<file path="src/hw/bt_pkg.sv">
package bt_pkg;

  ////////////////////////////////////////////////////////////////////////////
  // data widths
  ////////////////////////////////////////////////////////////////////////////

  // one serial data byte, 8N1 payload
  typedef logic [7:0] byte_t;

  // one level per fan button
  typedef logic [4:0] btn_t;

  ////////////////////////////////////////////////////////////////////////////
  // uart state machines
  ////////////////////////////////////////////////////////////////////////////

  // receiver states
  typedef enum logic [2:0] {
    rx_idle,
    rx_start,
    rx_data,
    rx_stop,
    rx_cleanup
  } rx_state_t;

  // transmitter states
  typedef enum logic [2:0] {
    tx_idle,
    tx_start,
    tx_data,
    tx_stop,
    tx_cleanup
  } tx_state_t;

  // ascii '0' clears every button
  localparam byte_t cmd_clear_all = 8'd48;
  // ascii '1' is button 0, '2' button 1 and so on
  localparam byte_t cmd_first_btn = 8'd49;

  // 125 MHz / 9600 baud
  localparam int default_clks_per_bit = 13021;

endpackage

</file>
<file path="src/hw/uart_rx.sv">
`timescale 1ns/1ps

module uart_rx #(
  parameter int clks_per_bit = bt_pkg::default_clks_per_bit
) (
  input  logic          clk,
  input  logic          reset_p,
  input  logic          rx,
  output bt_pkg::byte_t rx_byte,
  output logic          rx_valid
);

  import bt_pkg::*;

  // bit-period counter sized from the baud divider
  localparam int cnt_w = $clog2(clks_per_bit);
  localparam logic [cnt_w-1:0] half_cnt = cnt_w'((clks_per_bit - 1) / 2);
  localparam logic [cnt_w-1:0] last_cnt = cnt_w'(clks_per_bit - 1);

  rx_state_t        state;
  logic [cnt_w-1:0] clk_cnt;
  logic [2:0]       bit_idx;
  logic             rx_meta;
  logic             rx_sync;
  byte_t            rx_shift;

  ////////////////////////////////////////////////////////////////////////////
  // input synchronizer
  ////////////////////////////////////////////////////////////////////////////

  // two flops, line idles high
  always_ff @(posedge clk or posedge reset_p) begin
    if (reset_p) begin
      rx_meta <= 1'b1;
      rx_sync <= 1'b1;
    end else begin
      rx_meta <= rx;
      rx_sync <= rx_meta;
    end
  end

  ////////////////////////////////////////////////////////////////////////////
  // frame state machine
  ////////////////////////////////////////////////////////////////////////////

  always_ff @(posedge clk or posedge reset_p) begin
    if (reset_p) begin
      state    <= rx_idle;
      clk_cnt  <= '0;
      bit_idx  <= '0;
      rx_valid <= 1'b0;
    end else begin
      case (state)
        rx_idle: begin
          rx_valid <= 1'b0;
          clk_cnt  <= '0;
          bit_idx  <= '0;
          // falling edge may be a start bit
          if (!rx_sync) begin
            state <= rx_start;
          end
        end
        rx_start: begin
          // recheck the line half a bit later
          if (clk_cnt == half_cnt) begin
            clk_cnt <= '0;
            // still low, real start bit
            if (!rx_sync) begin
              state <= rx_data;
            end else begin
              // glitch, drop it
              state <= rx_idle;
            end
          end else begin
            clk_cnt <= clk_cnt + 1'b1;
          end
        end
        rx_data: begin
          if (clk_cnt == last_cnt) begin
            clk_cnt <= '0;
            // mid-bit sample, lsb arrives first
            rx_shift <= {rx_sync, rx_shift[7:1]};
            if (bit_idx == 3'd7) begin
              state <= rx_stop;
            end else begin
              bit_idx <= bit_idx + 1'b1;
            end
          end else begin
            clk_cnt <= clk_cnt + 1'b1;
          end
        end
        rx_stop: begin
          // middle of stop bit, level not checked
          if (clk_cnt == last_cnt) begin
            clk_cnt  <= '0;
            rx_byte  <= rx_shift;
            rx_valid <= 1'b1;
            state    <= rx_cleanup;
          end else begin
            clk_cnt <= clk_cnt + 1'b1;
          end
        end
        rx_cleanup: begin
          // strobe is one cycle only
          rx_valid <= 1'b0;
          state    <= rx_idle;
        end
        default: begin
          state <= rx_idle;
        end
      endcase
    end
  end

endmodule

</file>
<file path="src/hw/uart_tx.sv">
`timescale 1ns/1ps

module uart_tx #(
  parameter int clks_per_bit = bt_pkg::default_clks_per_bit
) (
  input  logic          clk,
  input  logic          reset_p,
  input  logic          tx_start,
  input  bt_pkg::byte_t tx_byte,
  output logic          tx,
  output logic          tx_busy
);

  import bt_pkg::*;

  localparam int cnt_w = $clog2(clks_per_bit);
  localparam logic [cnt_w-1:0] last_cnt = cnt_w'(clks_per_bit - 1);

  tx_state_t        state;
  logic [cnt_w-1:0] clk_cnt;
  logic [2:0]       bit_idx;
  // byte held for the whole frame
  byte_t            data_hold;

  ////////////////////////////////////////////////////////////////////////////
  // 8N1 frame state machine
  ////////////////////////////////////////////////////////////////////////////

  always_ff @(posedge clk or posedge reset_p) begin
    if (reset_p) begin
      state   <= tx_idle;
      clk_cnt <= '0;
      bit_idx <= '0;
      tx      <= 1'b1;
      tx_busy <= 1'b0;
    end else begin
      case (state)
        tx_idle: begin
          tx      <= 1'b1;
          clk_cnt <= '0;
          bit_idx <= '0;
          // accept only here, a start while busy is lost
          if (tx_start) begin
            data_hold <= tx_byte;
            tx_busy   <= 1'b1;
            // start bit begins with busy
            tx        <= 1'b0;
            state     <= bt_pkg::tx_start;
          end
        end
        bt_pkg::tx_start: begin
          if (clk_cnt == last_cnt) begin
            clk_cnt <= '0;
            tx      <= data_hold[0];
            state   <= tx_data;
          end else begin
            clk_cnt <= clk_cnt + 1'b1;
          end
        end
        tx_data: begin
          if (clk_cnt == last_cnt) begin
            clk_cnt <= '0;
            if (bit_idx == 3'd7) begin
              // stop bit
              tx    <= 1'b1;
              state <= tx_stop;
            end else begin
              bit_idx <= bit_idx + 1'b1;
              tx      <= data_hold[bit_idx + 3'd1];
            end
          end else begin
            clk_cnt <= clk_cnt + 1'b1;
          end
        end
        tx_stop: begin
          if (clk_cnt == last_cnt) begin
            clk_cnt <= '0;
            tx_busy <= 1'b0;
            state   <= tx_cleanup;
          end else begin
            clk_cnt <= clk_cnt + 1'b1;
          end
        end
        tx_cleanup: begin
          // one idle-high cycle before next accept
          state <= tx_idle;
        end
        default: begin
          state <= tx_idle;
        end
      endcase
    end
  end

endmodule

</file>
<file path="src/hw/btn_cmd_decoder.sv">
`timescale 1ns/1ps

module btn_cmd_decoder (
  input  logic          clk,
  input  logic          reset_p,
  input  bt_pkg::byte_t rx_byte,
  input  logic          rx_valid,
  output bt_pkg::btn_t  btn_levels
);

  import bt_pkg::*;

  // number of buttons and index width
  localparam int btn_n = $bits(btn_t);
  localparam int idx_w = $clog2(btn_n);

  byte_t            btn_offset;
  logic [idx_w-1:0] btn_idx;
  logic             is_btn_cmd;
  btn_t             btn_next;

  ////////////////////////////////////////////////////////////////////////////
  // command decode
  ////////////////////////////////////////////////////////////////////////////

  // distance from '1', wraps high below '1'
  assign btn_offset = rx_byte - cmd_first_btn;
  assign btn_idx    = btn_offset[idx_w-1:0];
  assign is_btn_cmd = (btn_offset < byte_t'(btn_n));

  always_comb begin
    // sticky by default
    btn_next = btn_levels;
    if (rx_byte == cmd_clear_all) begin
      btn_next = '0;
    end else if (is_btn_cmd) begin
      // set one, keep the others
      btn_next[btn_idx] = 1'b1;
    end else begin
      // unknown byte clears everything
      btn_next = '0;
    end
  end

  // levels move only on the rx strobe
  always_ff @(posedge clk or posedge reset_p) begin
    if (reset_p) begin
      btn_levels <= '0;
    end else if (rx_valid) begin
      btn_levels <= btn_next;
    end
  end

endmodule

</file>
<file path="src/hw/fan_bluetooth_top.sv">
`timescale 1ns/1ps

module fan_bluetooth_top #(
  parameter int clks_per_bit = bt_pkg::default_clks_per_bit
) (
  input  logic         clk,
  input  logic         reset_p,
  input  logic         rx,
  output logic         tx,
  output bt_pkg::btn_t btn_levels
);

  import bt_pkg::*;

  byte_t rx_byte;
  logic  rx_valid;
  // echo path busy, strobes during it are dropped
  logic  tx_busy;

  ////////////////////////////////////////////////////////////////////////////
  // receive, decode, echo
  ////////////////////////////////////////////////////////////////////////////

  uart_rx #(
    .clks_per_bit (clks_per_bit)
  ) uart_rx_inst (
    .clk      (clk),
    .reset_p  (reset_p),
    .rx       (rx),
    .rx_byte  (rx_byte),
    .rx_valid (rx_valid)
  );

  btn_cmd_decoder btn_cmd_decoder_inst (
    .clk        (clk),
    .reset_p    (reset_p),
    .rx_byte    (rx_byte),
    .rx_valid   (rx_valid),
    .btn_levels (btn_levels)
  );

  // every received byte goes straight back out
  uart_tx #(
    .clks_per_bit (clks_per_bit)
  ) uart_tx_inst (
    .clk      (clk),
    .reset_p  (reset_p),
    .tx_start (rx_valid),
    .tx_byte  (rx_byte),
    .tx       (tx),
    .tx_busy  (tx_busy)
  );

endmodule

</file>
<file path="config.mk">
export PLATFORM = sky130hd
export DESIGN_NAME = fan_bluetooth_top
export DESIGN_NICKNAME = d
export VERILOG_FILES = /design/src/hw/bt_pkg.sv /design/src/hw/uart_rx.sv /design/src/hw/uart_tx.sv /design/src/hw/btn_cmd_decoder.sv /design/src/hw/fan_bluetooth_top.sv
export SDC_FILE = /design/constraint.sdc
export NUM_CORES = 1
export LEC_CHECK = 0
export BUFFER_PORTS_ARGS = -buffer_cell sky130_fd_sc_hd__buf_4
export CORE_UTILIZATION = 44
export CTS_BUF_LIST = sky130_fd_sc_hd__clkbuf_2 sky130_fd_sc_hd__clkbuf_4 sky130_fd_sc_hd__clkbuf_8
export CTS_CLUSTER_SIZE = 10
export DETAILED_ROUTE_END_ITERATION = 10
export GPL_TIMING_DRIVEN = 0
export PLACE_DENSITY = 0.68
export RECOVER_POWER = 25
export SLEW_MARGIN = 20
export SYNTH_ARGS = -nofsm -noshare
export SYNTH_HDL_FRONTEND = slang
export SYNTH_HIERARCHICAL = 1
export SYNTH_SLANG_ARGS = --single-unit
</file>
<file path="constraint.sdc">
create_clock -name clk -period 7.4 [get_ports clk]
set_clock_uncertainty 0.2 [all_clocks]
set_input_delay 1.85 -clock clk [delete_from_list [all_inputs] [get_ports clk]]
set_output_delay 1.85 -clock clk [all_outputs]
set_load 0.02 [all_outputs]
</file>
==> results of run 1 <==
-- sequential cells by signal, indices dropped and copies added, names as in the netlist --
name	flops
btn_cmd_decoder_inst/btn_levels	5
uart_rx_inst/bit_idx	3
uart_rx_inst/clk_cnt	14
uart_rx_inst/rx_byte	8
uart_rx_inst/rx_meta	1
uart_rx_inst/rx_shift	8
uart_rx_inst/rx_sync	1
uart_rx_inst/rx_valid	1
uart_rx_inst/state	3
uart_tx_inst/bit_idx	3
uart_tx_inst/clk_cnt	14
uart_tx_inst/data_hold	8
uart_tx_inst/state	3
uart_tx_inst/tx	1
-- power groups by stage --
| stage | Sequential (mW) | Clock [mW] | Combinational (mW) |
|---|---|---|---|
| final | 0.416 | 0.331 | 0.00669 |
| after global routing | 0.416 | 0.357 | 0.00820 |
| after CTS | 0.416 | 0.340 | 0.00745 |
| after detailed placement | 0.424 | 0 | 0.00737 |
| after global placement | 0.424 | 0 | 0.00709 |
| after floorplan | 0.424 | 0 | 0.00427 |
-- per-layer routing --
layer | routed length, um | share of wire, % | vias up | track usage (%)
li1 | - | - | 1346 | -
met1 | 3450 | 47 | 1333 | 23.6
met2 | 3480 | 47 | 58 | 29.0
met3 | 333 | 4.5 | 10 | 5.48
met4 | 97 | 1.3 | 0 | 6.57
met5 | 0 | 0 | - | 0
-- final timing paths --
kind                            slack [ps]               startpoint                                 end  cells after the start
min in group asynchronous             1350                  reset_p  btn_cmd_decoder_inst/btn_levels[2]                      2
worst max register to register        4550  uart_rx_inst/clk_cnt[0]            uart_rx_inst/rx_shift[3]                      6
worst max-delay path                  3960                  reset_p             uart_rx_inst/rx_byte[5]                      3
worst min-delay path                   170     uart_rx_inst/rx_meta                uart_rx_inst/rx_sync                      0
worst min register to register         170     uart_rx_inst/rx_meta                uart_rx_inst/rx_sync                      0
max in group asynchronous             4780                  reset_p             uart_rx_inst/clk_cnt[6]                      2
-- per-stage QoR --
step,utilization (%),cell area [um2]
floorplan,-,3760
global placement,47.9,3960
detailed placement,47.9,3960
CTS,50.4,4160
global route,50.3,4160
finish,50.3,4160
-- area by class of cell --
class,instances,area (um2),area share (%)
buffer,10,43.8,1.05
clock inverter,7,83.8,2.02
timing repair buffer,8,56.3,1.36
inverter,24,90.1,2.17
tap,105,131,3.16
sequential,73,1950,46.9
multi-input combinational,252,1680,40.3
clock buffer,9,124,2.98
==> impl_metrics.csv, run 1 <==
group,metric,value,unit
sta,max_freq,0.291,GHz
drt,num_vias,2747,
sta,period_needed,3440,ps
power_and_ir_drop,power.density,181,mW/mm2
setup_path,path_max_fanout,24,
floorplan,coreArea,0.00826,mm2
placement,place_ws,3610,ps
global_route,grt_pass1_wl,12600,um
sta,timing.slew.headroom,39.0,%
setup_path,critPathCaptureType,"flip-flop",
drt,ant_nets,0,
power_and_ir_drop,power_leakage,1.68,nW
final_layout,final_cell_mix,"dfrtp_1, nand2_1, nor2_1, inv_1, edfxtp_1",
clock_network,numClockSinks,73,
setup_path,worst_setup_path_start_kind,"primary input",
setup_path,crit_chain,"clkbuf_1 -> inv_1 -> and3_1",
global_route,antenna_found_initial,0,
yosys,syn_avg_cell_area,10.5,um2
sta,tns,0,ps
setup_path,cpPeakStageDelay,720,ps
sta,hold_ws,168,ps
sta,tightest_slew,915,ps
final_layout,antenna_cells,0,
floorplan,initial_utilization,45.6,%
setup_path,path_delay_family,"buffers and inverters",
final_layout,finish.cell_count_without_fillers,488,
yosys,synthCells,359,
placement,portBuffers,8,
power_and_ir_drop,combPwrFrac,0.9,%
drt,wl,7360,um
global_route,grt_pass1_vias,2653,
clock_network,numCtsBuffers,9,
clock_network,cts_resized,0,
sta,slew_violations,0,
sta,rsz0062_at_grt,"false",
floorplan,rows,33,
floorplan,fp.dieW,94.5,um
sta,setup_viol,0,
clock_network,cts.clk_slew.worst_paths,90,ps
clock_network,ctsHoldBuffers,0,
floorplan,die_h,94.5,um
yosys,yosysWarnings,6,
setup_path,cp.required,7220,ps
drt,viasPerCell,5.63,
clock_network,clock_latency,340,ps
final_layout,final_common_cell,"dfrtp_1",
outcome,outcome,"complete, no violations",
power_and_ir_drop,peakVddDrop,0.136,mV
sta,fin_crit_sh,46.5,%
clock_network,cts_tree,"yes",
power_and_ir_drop,internal_power,0.579,mW
drt,dr.first_iter.drc_count,163,
drt,drt_pass1_iterations,4,
setup_path,path_buf_inv,2,
final_layout,syn_to_final_growth,10.4,%
global_route,grt-ovfl-total,0,
floorplan,die_area,0.00893,mm2
global_route,grt.total_usage,18.2,%
final_layout,num-nets-final,393,
final_layout,drive_above_1_share,12.5,%
final_layout,fillers,748,
clock_network,cts_setup_buffers,0,
power_and_ir_drop,switching_share,23.1,%
placement,dp.cells,472,
yosys,syn_area,0.00376,mm2
setup_path,critPathArrivalTime,3260,ps
clock_network,cts_root_buffer,"clkbuf_8",
power_and_ir_drop,p_switching,0.174,mW
setup_path,crit_type,"primary input to flip-flop",
yosys,syn_nets,374,
power_and_ir_drop,pwr-share-seq,55.2,%
clock_network,h-tree-depth,3,
flow_run,drv_cap,0,
power_and_ir_drop,power.total,0.753,mW
sta,worst_slack,3960,ps
worst_hold_path,hold_class,"flip-flop to flip-flop",
power_and_ir_drop,p_clk_share,43.9,%
drt,drc,0,
placement,place_congestion,0.840,
placement,dp_hpwl,4990,um
global_route,grt_max_degree,25,
clock_network,ctsLongestPathBuffers,2,
floorplan,num_io_pins,9,
sta,hold_viol_final,0,
setup_path,slowest_stage,"inv_1",
drt,wl_per_cell,15.1,um
Power figures use the tool's default switching activity.
==> run 2: changes to the inputs <==
--- a/config.mk
+++ b/config.mk
@@ -11,7 +11,7 @@
 export CTS_CLUSTER_SIZE = 10
 export DETAILED_ROUTE_END_ITERATION = 10
 export GPL_TIMING_DRIVEN = 0
-export PLACE_DENSITY = 0.68
+export PLACE_DENSITY = 0.71
 export RECOVER_POWER = 25
 export SLEW_MARGIN = 20
 export SYNTH_ARGS = -nofsm -noshare
==> constraint.sdc (replaced) <==
create_clock -name clk -period 2.85 [get_ports clk]
set_clock_uncertainty 0.2 [all_clocks]
set_input_delay 0.7125 -clock clk [delete_from_list [all_inputs] [get_ports clk]]
set_output_delay 0.7125 -clock clk [all_outputs]
set_load 0.02 [all_outputs]
==> run 2 against run 1 <==
Cell area increased by 1.0%. Via count decreased by 0.22%. Worst setup slack got worse by 3800 ps. Worst hold slack got worse by 6.7 ps. Total power increased to 2.6 times the previous value. Sequential cell count unchanged. Non-clock buffer count up 3. Register-to-register slack worse by 4400 ps. Core utilization increased by 0.52 points. First-iteration DRC count shrank 1.8%. Die area unchanged.
==> impl_metrics.csv, run 2 (synthesized netlist as in run 1, its figures left out) <==
group,metric,value,unit
setup_path,critPathArrivalTime,2740,ps
global_route,grt_max_degree,25,
clock_network,h-tree-depth,3,
final_layout,fillers,737,
sta,slew_violations,0,
final_layout,drive_above_1_share,14.0,%
sta,setup_viol,0,
global_route,antenna_found_initial,0,
setup_path,path_max_fanout,6,
worst_hold_path,hold_class,"flip-flop to flip-flop",
global_route,grt_pass1_vias,2713,
setup_path,worst_setup_path_start_kind,"flip-flop",
sta,period_needed,2660,ps
floorplan,die_h,94.5,um
placement,portBuffers,8,
flow_run,drv_cap,0,
sta,tightest_slew,1020,ps
drt,wl_per_cell,14.8,um
final_layout,final_util,50.8,%
power_and_ir_drop,combPwrFrac,0.9,%
clock_network,numClockSinks,73,
global_route,grt_pass1_wl,12700,um
setup_path,cpPeakStageDelay,510,ps
floorplan,num_io_pins,9,
power_and_ir_drop,p_clk_share,43.8,%
floorplan,rows,33,
placement,dp_hpwl,5010,um
clock_network,ctsHoldBuffers,0,
clock_network,numCtsBuffers,9,
power_and_ir_drop,internal_power,1.50,mW
drt,drt_pass1_iterations,4,
placement,place_congestion,0.842,
sta,hold_ws,162,ps
final_layout,design_area,0.00420,mm2
power_and_ir_drop,power.total,1.95,mW
floorplan,fp.dieW,94.5,um
clock_network,cts.clk_slew.worst_paths,90,ps
power_and_ir_drop,switching_share,23.0,%
worst_hold_path,whs_path_depth,0,
power_and_ir_drop,p_switching,0.449,mW
floorplan,die_area,0.00893,mm2
final_layout,syn_to_final_growth,11.5,%
clock_network,clock_latency,350,ps
global_route,grt-ovfl-total,0,
clock_network,ctsLongestPathBuffers,2,
setup_path,slowest_stage,"or4_4",
placement,place_area,0.00396,mm2
final_layout,final_cell_mix,"dfrtp_1, nand2_1, nor2_1, inv_1, edfxtp_1",
power_and_ir_drop,power_leakage,1.71,nW
power_and_ir_drop,pwr-share-seq,55.3,%
drt,wl,7280,um
drt,num_vias,2741,
outcome,outcome,"complete, no violations",
floorplan,initial_utilization,45.6,%
final_layout,num-nets-final,396,
setup_path,crit_chain,"inv_1 -> ha_1 -> or3b_1 -> o31a_1 -> or4_4 -> nor4_1 -> a2bb2oi_1",
setup_path,reg2reg_setup_slack,190,ps
drt,ant_nets,0,
sta,fin_crit_sh,93.4,%
final_layout,top_regs,"uart_rx_inst/clk_cnt x14, uart_tx_inst/clk_cnt x14",
power_and_ir_drop,peakVddDrop,0.341,mV
sta,hold_viol_final,0,
floorplan,coreArea,0.00826,mm2
setup_path,crit_type,"flip-flop to flip-flop",
sta,timing.slew.headroom,31.2,%
final_layout,antenna_cells,0,
setup_path,cp.required,2930,ps
placement,dp.cells,472,
drt,drc,0,
final_layout,finish.cell_count_without_fillers,491,
global_route,grt.total_usage,18.5,%
drt,dr.first_iter.drc_count,160,
setup_path,rr_worst_depth,7,
clock_network,cts_root_buffer,"clkbuf_8",
drt,viasPerCell,5.58,
setup_path,critPathCaptureType,"flip-flop",
final_layout,final_common_cell,"dfrtp_1",
clock_network,cts_tree,"yes",
sta,max_freq,0.376,GHz
power_and_ir_drop,power.density,465,mW/mm2
-- run 2: cell count changes in the layout (fill, tap and decap cells not counted), sizes merged --
cell	previous run	this run
buf	9	12
-- run 2: final timing paths --
check	start	endpoint
setup / recovery	uart_rx_inst/rx_byte[0]	btn_cmd_decoder_inst/btn_levels[4]
hold / removal	uart_rx_inst/rx_meta	uart_rx_inst/rx_sync
setup reg to reg	uart_rx_inst/rx_byte[0]	btn_cmd_decoder_inst/btn_levels[4]
hold reg to reg	uart_rx_inst/rx_meta	uart_rx_inst/rx_sync
max in group asynchronous	reset_p	uart_rx_inst/clk_cnt[13]
min in group asynchronous	reset_p	btn_cmd_decoder_inst/btn_levels[4]
-- run 2: timing repair --
item	in CTS	in global routing
setup endpoints to repair	8	17
hold endpoints to repair	0	0
buffers inserted	0	3
gates resized for setup	2	1
-- run 2: layout make-up --
type	instances	area [um2]	area share [%]
Tap cell	105	131	3.13
Sequential cell	73	1950	46.5
Clock buffer	9	124	2.95
Clock inverter	7	83.8	2.00
Timing Repair Buffer	11	78.8	1.88
Multi-Input combinational cell	252	1700	40.4
Buffer	10	43.8	1.04
Inverter	24	90.1	2.15
-- run 2: per-stage QoR --
stage	TNS (ps)	worst slack, ps
2_1_floorplan	0	131
3_3_place_gp	-2710	-338
3_5_place_dp	-3110	-389
4_1_cts	0	74.7
5_1_grt	-11.6	-11.6
6_report	0	187
-- run 2: worst max-delay path, delay by kind of cell, from the launching register on --
| kind | cells | cell delay, ps |
|---|---|---|
| adder cells (fa/ha/maj) | 1 | 240 |
| AND/OR/NAND/NOR | 3 | 1210 |
| buffers and inverters | 1 | 160 |
| AO/OA/AOI/OAI | 2 | 300 |
| flip-flops | 1 | 470 |
-- run 2: power by group through the flow --
| stage | clock (mW) | sequential, mW | combinational, mW |
|---|---|---|---|
| 2_1_floorplan | 0 | 1.10 | 0.0111 |
| 3_3_place_gp | 0 | 1.10 | 0.0182 |
| 3_5_place_dp | 0 | 1.10 | 0.0187 |
| 4_1_cts | 0.883 | 1.08 | 0.0192 |
| 5_1_grt | 0.924 | 1.08 | 0.0211 |
| 6_report | 0.855 | 1.08 | 0.0172 |
-- run 2: metal layers --
metal  wire, um  vias to the layer above  GRT usage [%]
met2       3530                       33           29.8
met3        177                        9           4.83
li1           -                     1354              -
met5          0                        -              0
met1       3470                     1345           23.5
met4        103                        0           7.70
==> run 3: changes to the inputs <==
--- a/config.mk
+++ b/config.mk
@@ -13,6 +13,7 @@
 export GPL_TIMING_DRIVEN = 0
 export PLACE_DENSITY = 0.71
 export RECOVER_POWER = 25
+export REMOVE_ABC_BUFFERS = 1
 export SLEW_MARGIN = 20
 export SYNTH_ARGS = -nofsm -noshare
 export SYNTH_HDL_FRONTEND = slang
==> run 3 against run 2 <==
Cell count fell by 2.4%. Critical endpoint unchanged. Largest power group unchanged. Register-to-register slack got worse by 20 ps. Global-route usage down 0.71 points. First-iteration DRC count fell by 15%. Worst setup slack lost 18 ps. Total power decreased by 4.4%. Cell area is 1.3% lower. Routed wire length is 1.7% lower.
==> impl_metrics.csv, run 3 (synthesized netlist as in run 1, its figures left out) <==
group,metric,value,unit
drt,ant_nets,0,
setup_path,crit_type,"flip-flop to flip-flop",
global_route,grt_pass1_wl,12200,um
power_and_ir_drop,power.total,1.87,mW
sta,hold_viol_final,0,
worst_hold_path,hold_class,"flip-flop to flip-flop",
global_route,antenna_found_initial,0,
setup_path,critPathArrivalTime,2750,ps
placement,dp_hpwl,4900,um
power_and_ir_drop,peakVddDrop,0.313,mV
final_layout,final_common_cell,"dfrtp_1",
global_route,grt-ovfl-total,0,
global_route,grt_pass1_vias,2572,
flow_run,drv_cap,0,
sta,fin_crit_sh,94.1,%
final_layout,drive_above_1_share,12.8,%
drt,wl,7160,um
clock_network,ctsLongestPathBuffers,2,
power_and_ir_drop,power.density,450,mW/mm2
sta,timing.slew.headroom,38.9,%
clock_network,numCtsBuffers,9,
floorplan,coreArea,0.00826,mm2
final_layout,final_cell_mix,"dfrtp_1, nand2_1, nor2_1, inv_1, edfxtp_1",
drt,drt_pass1_iterations,4,
sta,setup_viol,0,
final_layout,design_area,0.00414,mm2
sta,max_freq,0.373,GHz
placement,place_congestion,0.808,
drt,wl_per_cell,14.9,um
final_layout,top_regs,"uart_rx_inst/clk_cnt x14, uart_tx_inst/clk_cnt x14",
sta,hold_ws,154,ps
clock_network,h-tree-depth,3,
outcome,outcome,"complete, no violations",
final_layout,num-nets-final,384,
floorplan,fp.dieW,94.5,um
drt,num_vias,2681,
setup_path,worst_setup_path_start_kind,"flip-flop",
clock_network,clock_latency,350,ps
floorplan,rows,33,
sta,rsz0062_at_grt,"false",
clock_network,numClockSinks,73,
placement,place_area,0.00391,mm2
global_route,grt_max_degree,25,
floorplan,die_h,94.5,um
sta,tightest_slew,915,ps
clock_network,cts.clk_slew.worst_paths,80,ps
drt,viasPerCell,5.60,
floorplan,die_area,0.00893,mm2
sta,period_needed,2680,ps
clock_network,cts_tree,"yes",
sta,worst_slack,169,ps
final_layout,fillers,733,
sta,tns,0,ps
placement,portBuffers,8,
sta,slew_violations,0,
drt,dr.first_iter.drc_count,136,
floorplan,num_io_pins,9,
floorplan,initial_utilization,45.6,%
placement,place_ws,-317,ps
power_and_ir_drop,power_leakage,1.67,nW
clock_network,ctsHoldBuffers,0,
setup_path,path_max_fanout,8,
clock_network,cts_root_buffer,"clkbuf_8",
drt,drc,0,
final_layout,antenna_cells,0,
final_layout,syn_to_final_growth,10.1,%
setup_path,cp.required,2920,ps
global_route,grt.total_usage,17.8,%
setup_path,critPathCaptureType,"flip-flop",
-- run 3: cell types whose count changed in the layout (fill, tap and decap cells not counted), sizes merged --
cell / before / now
clkbuf: 18 / 11
buf: 12 / 7
inv: 29 / 24
clkinv: 0 / 4
clkinvlp: 1 / 2
-- run 3: metal layers --
| layer | track usage [%] | part of all wire, % | up-vias |
|---|---|---|---|
| met5 | 0 | 0 | - |
| met4 | 5.56 | 0.96 | 0 |
| met3 | 5.07 | 3.6 | 8 |
| met2 | 28.7 | 48 | 41 |
| met1 | 23.1 | 48 | 1302 |
| li1 | - | - | 1330 |
-- run 3: cell type report --
type	instances	area, um2	share of cell area [%]
timing repair buffer	9	76.3	1.84
clock inverter	7	61.3	1.48
multi-input combinational	252	1710	41.3
clock buffer	9	124	2.99
sequential	73	1950	47.1
tap	105	131	3.17
inverter	24	90.1	2.17
-- run 3: per-stage QoR --
stage          cells  util, %
2_1_floorplan    349        -
4_1_cts          478     49.7
3_3_place_gp     462     47.4
5_1_grt          479     50.2
3_5_place_dp     462     47.4
6_report         479     50.2
-- run 3: power breakdown --
group,internal (mW),switching (mW)
logic,0.00164,0.0155
clock network,0.394,0.376
registers,1.08,0.000763
-- run 3: timing repair --
| action | 4_1_cts | 5_1_grt |
|---|---|---|
| endpoints found under the setup margin | 8 | 11 |
| buffers inserted | 0 | 1 |
| endpoints found under the hold margin | 0 | 0 |
| gates resized for setup | 1 | 4 |
-- run 3: critical path, stage by stage, from the launching register on --
cell and delay, ps:
edfxtp_1 510, inv_1 160, ha_1 230, or3b_1 390, o31a_1 120, or4_4 520
nor4_2 300, a2bb2oi_1 180
-- run 3: path summary, 6_finish.rpt --
check / start / to / slack (ps) / cells after the start
max in group asynchronous: reset_p / uart_rx_inst/clk_cnt[10] / 1370 / 2
setup reg to reg: uart_rx_inst/rx_byte[0] / btn_cmd_decoder_inst/btn_levels[4] / 170 / 7
setup / recovery: uart_rx_inst/rx_byte[0] / btn_cmd_decoder_inst/btn_levels[4] / 170 / 7
hold reg to reg: uart_rx_inst/rx_meta / uart_rx_inst/rx_sync / 150 / 0
min in group asynchronous: reset_p / btn_cmd_decoder_inst/btn_levels[1] / 190 / 2
hold / removal: uart_rx_inst/rx_meta / uart_rx_inst/rx_sync / 150 / 0
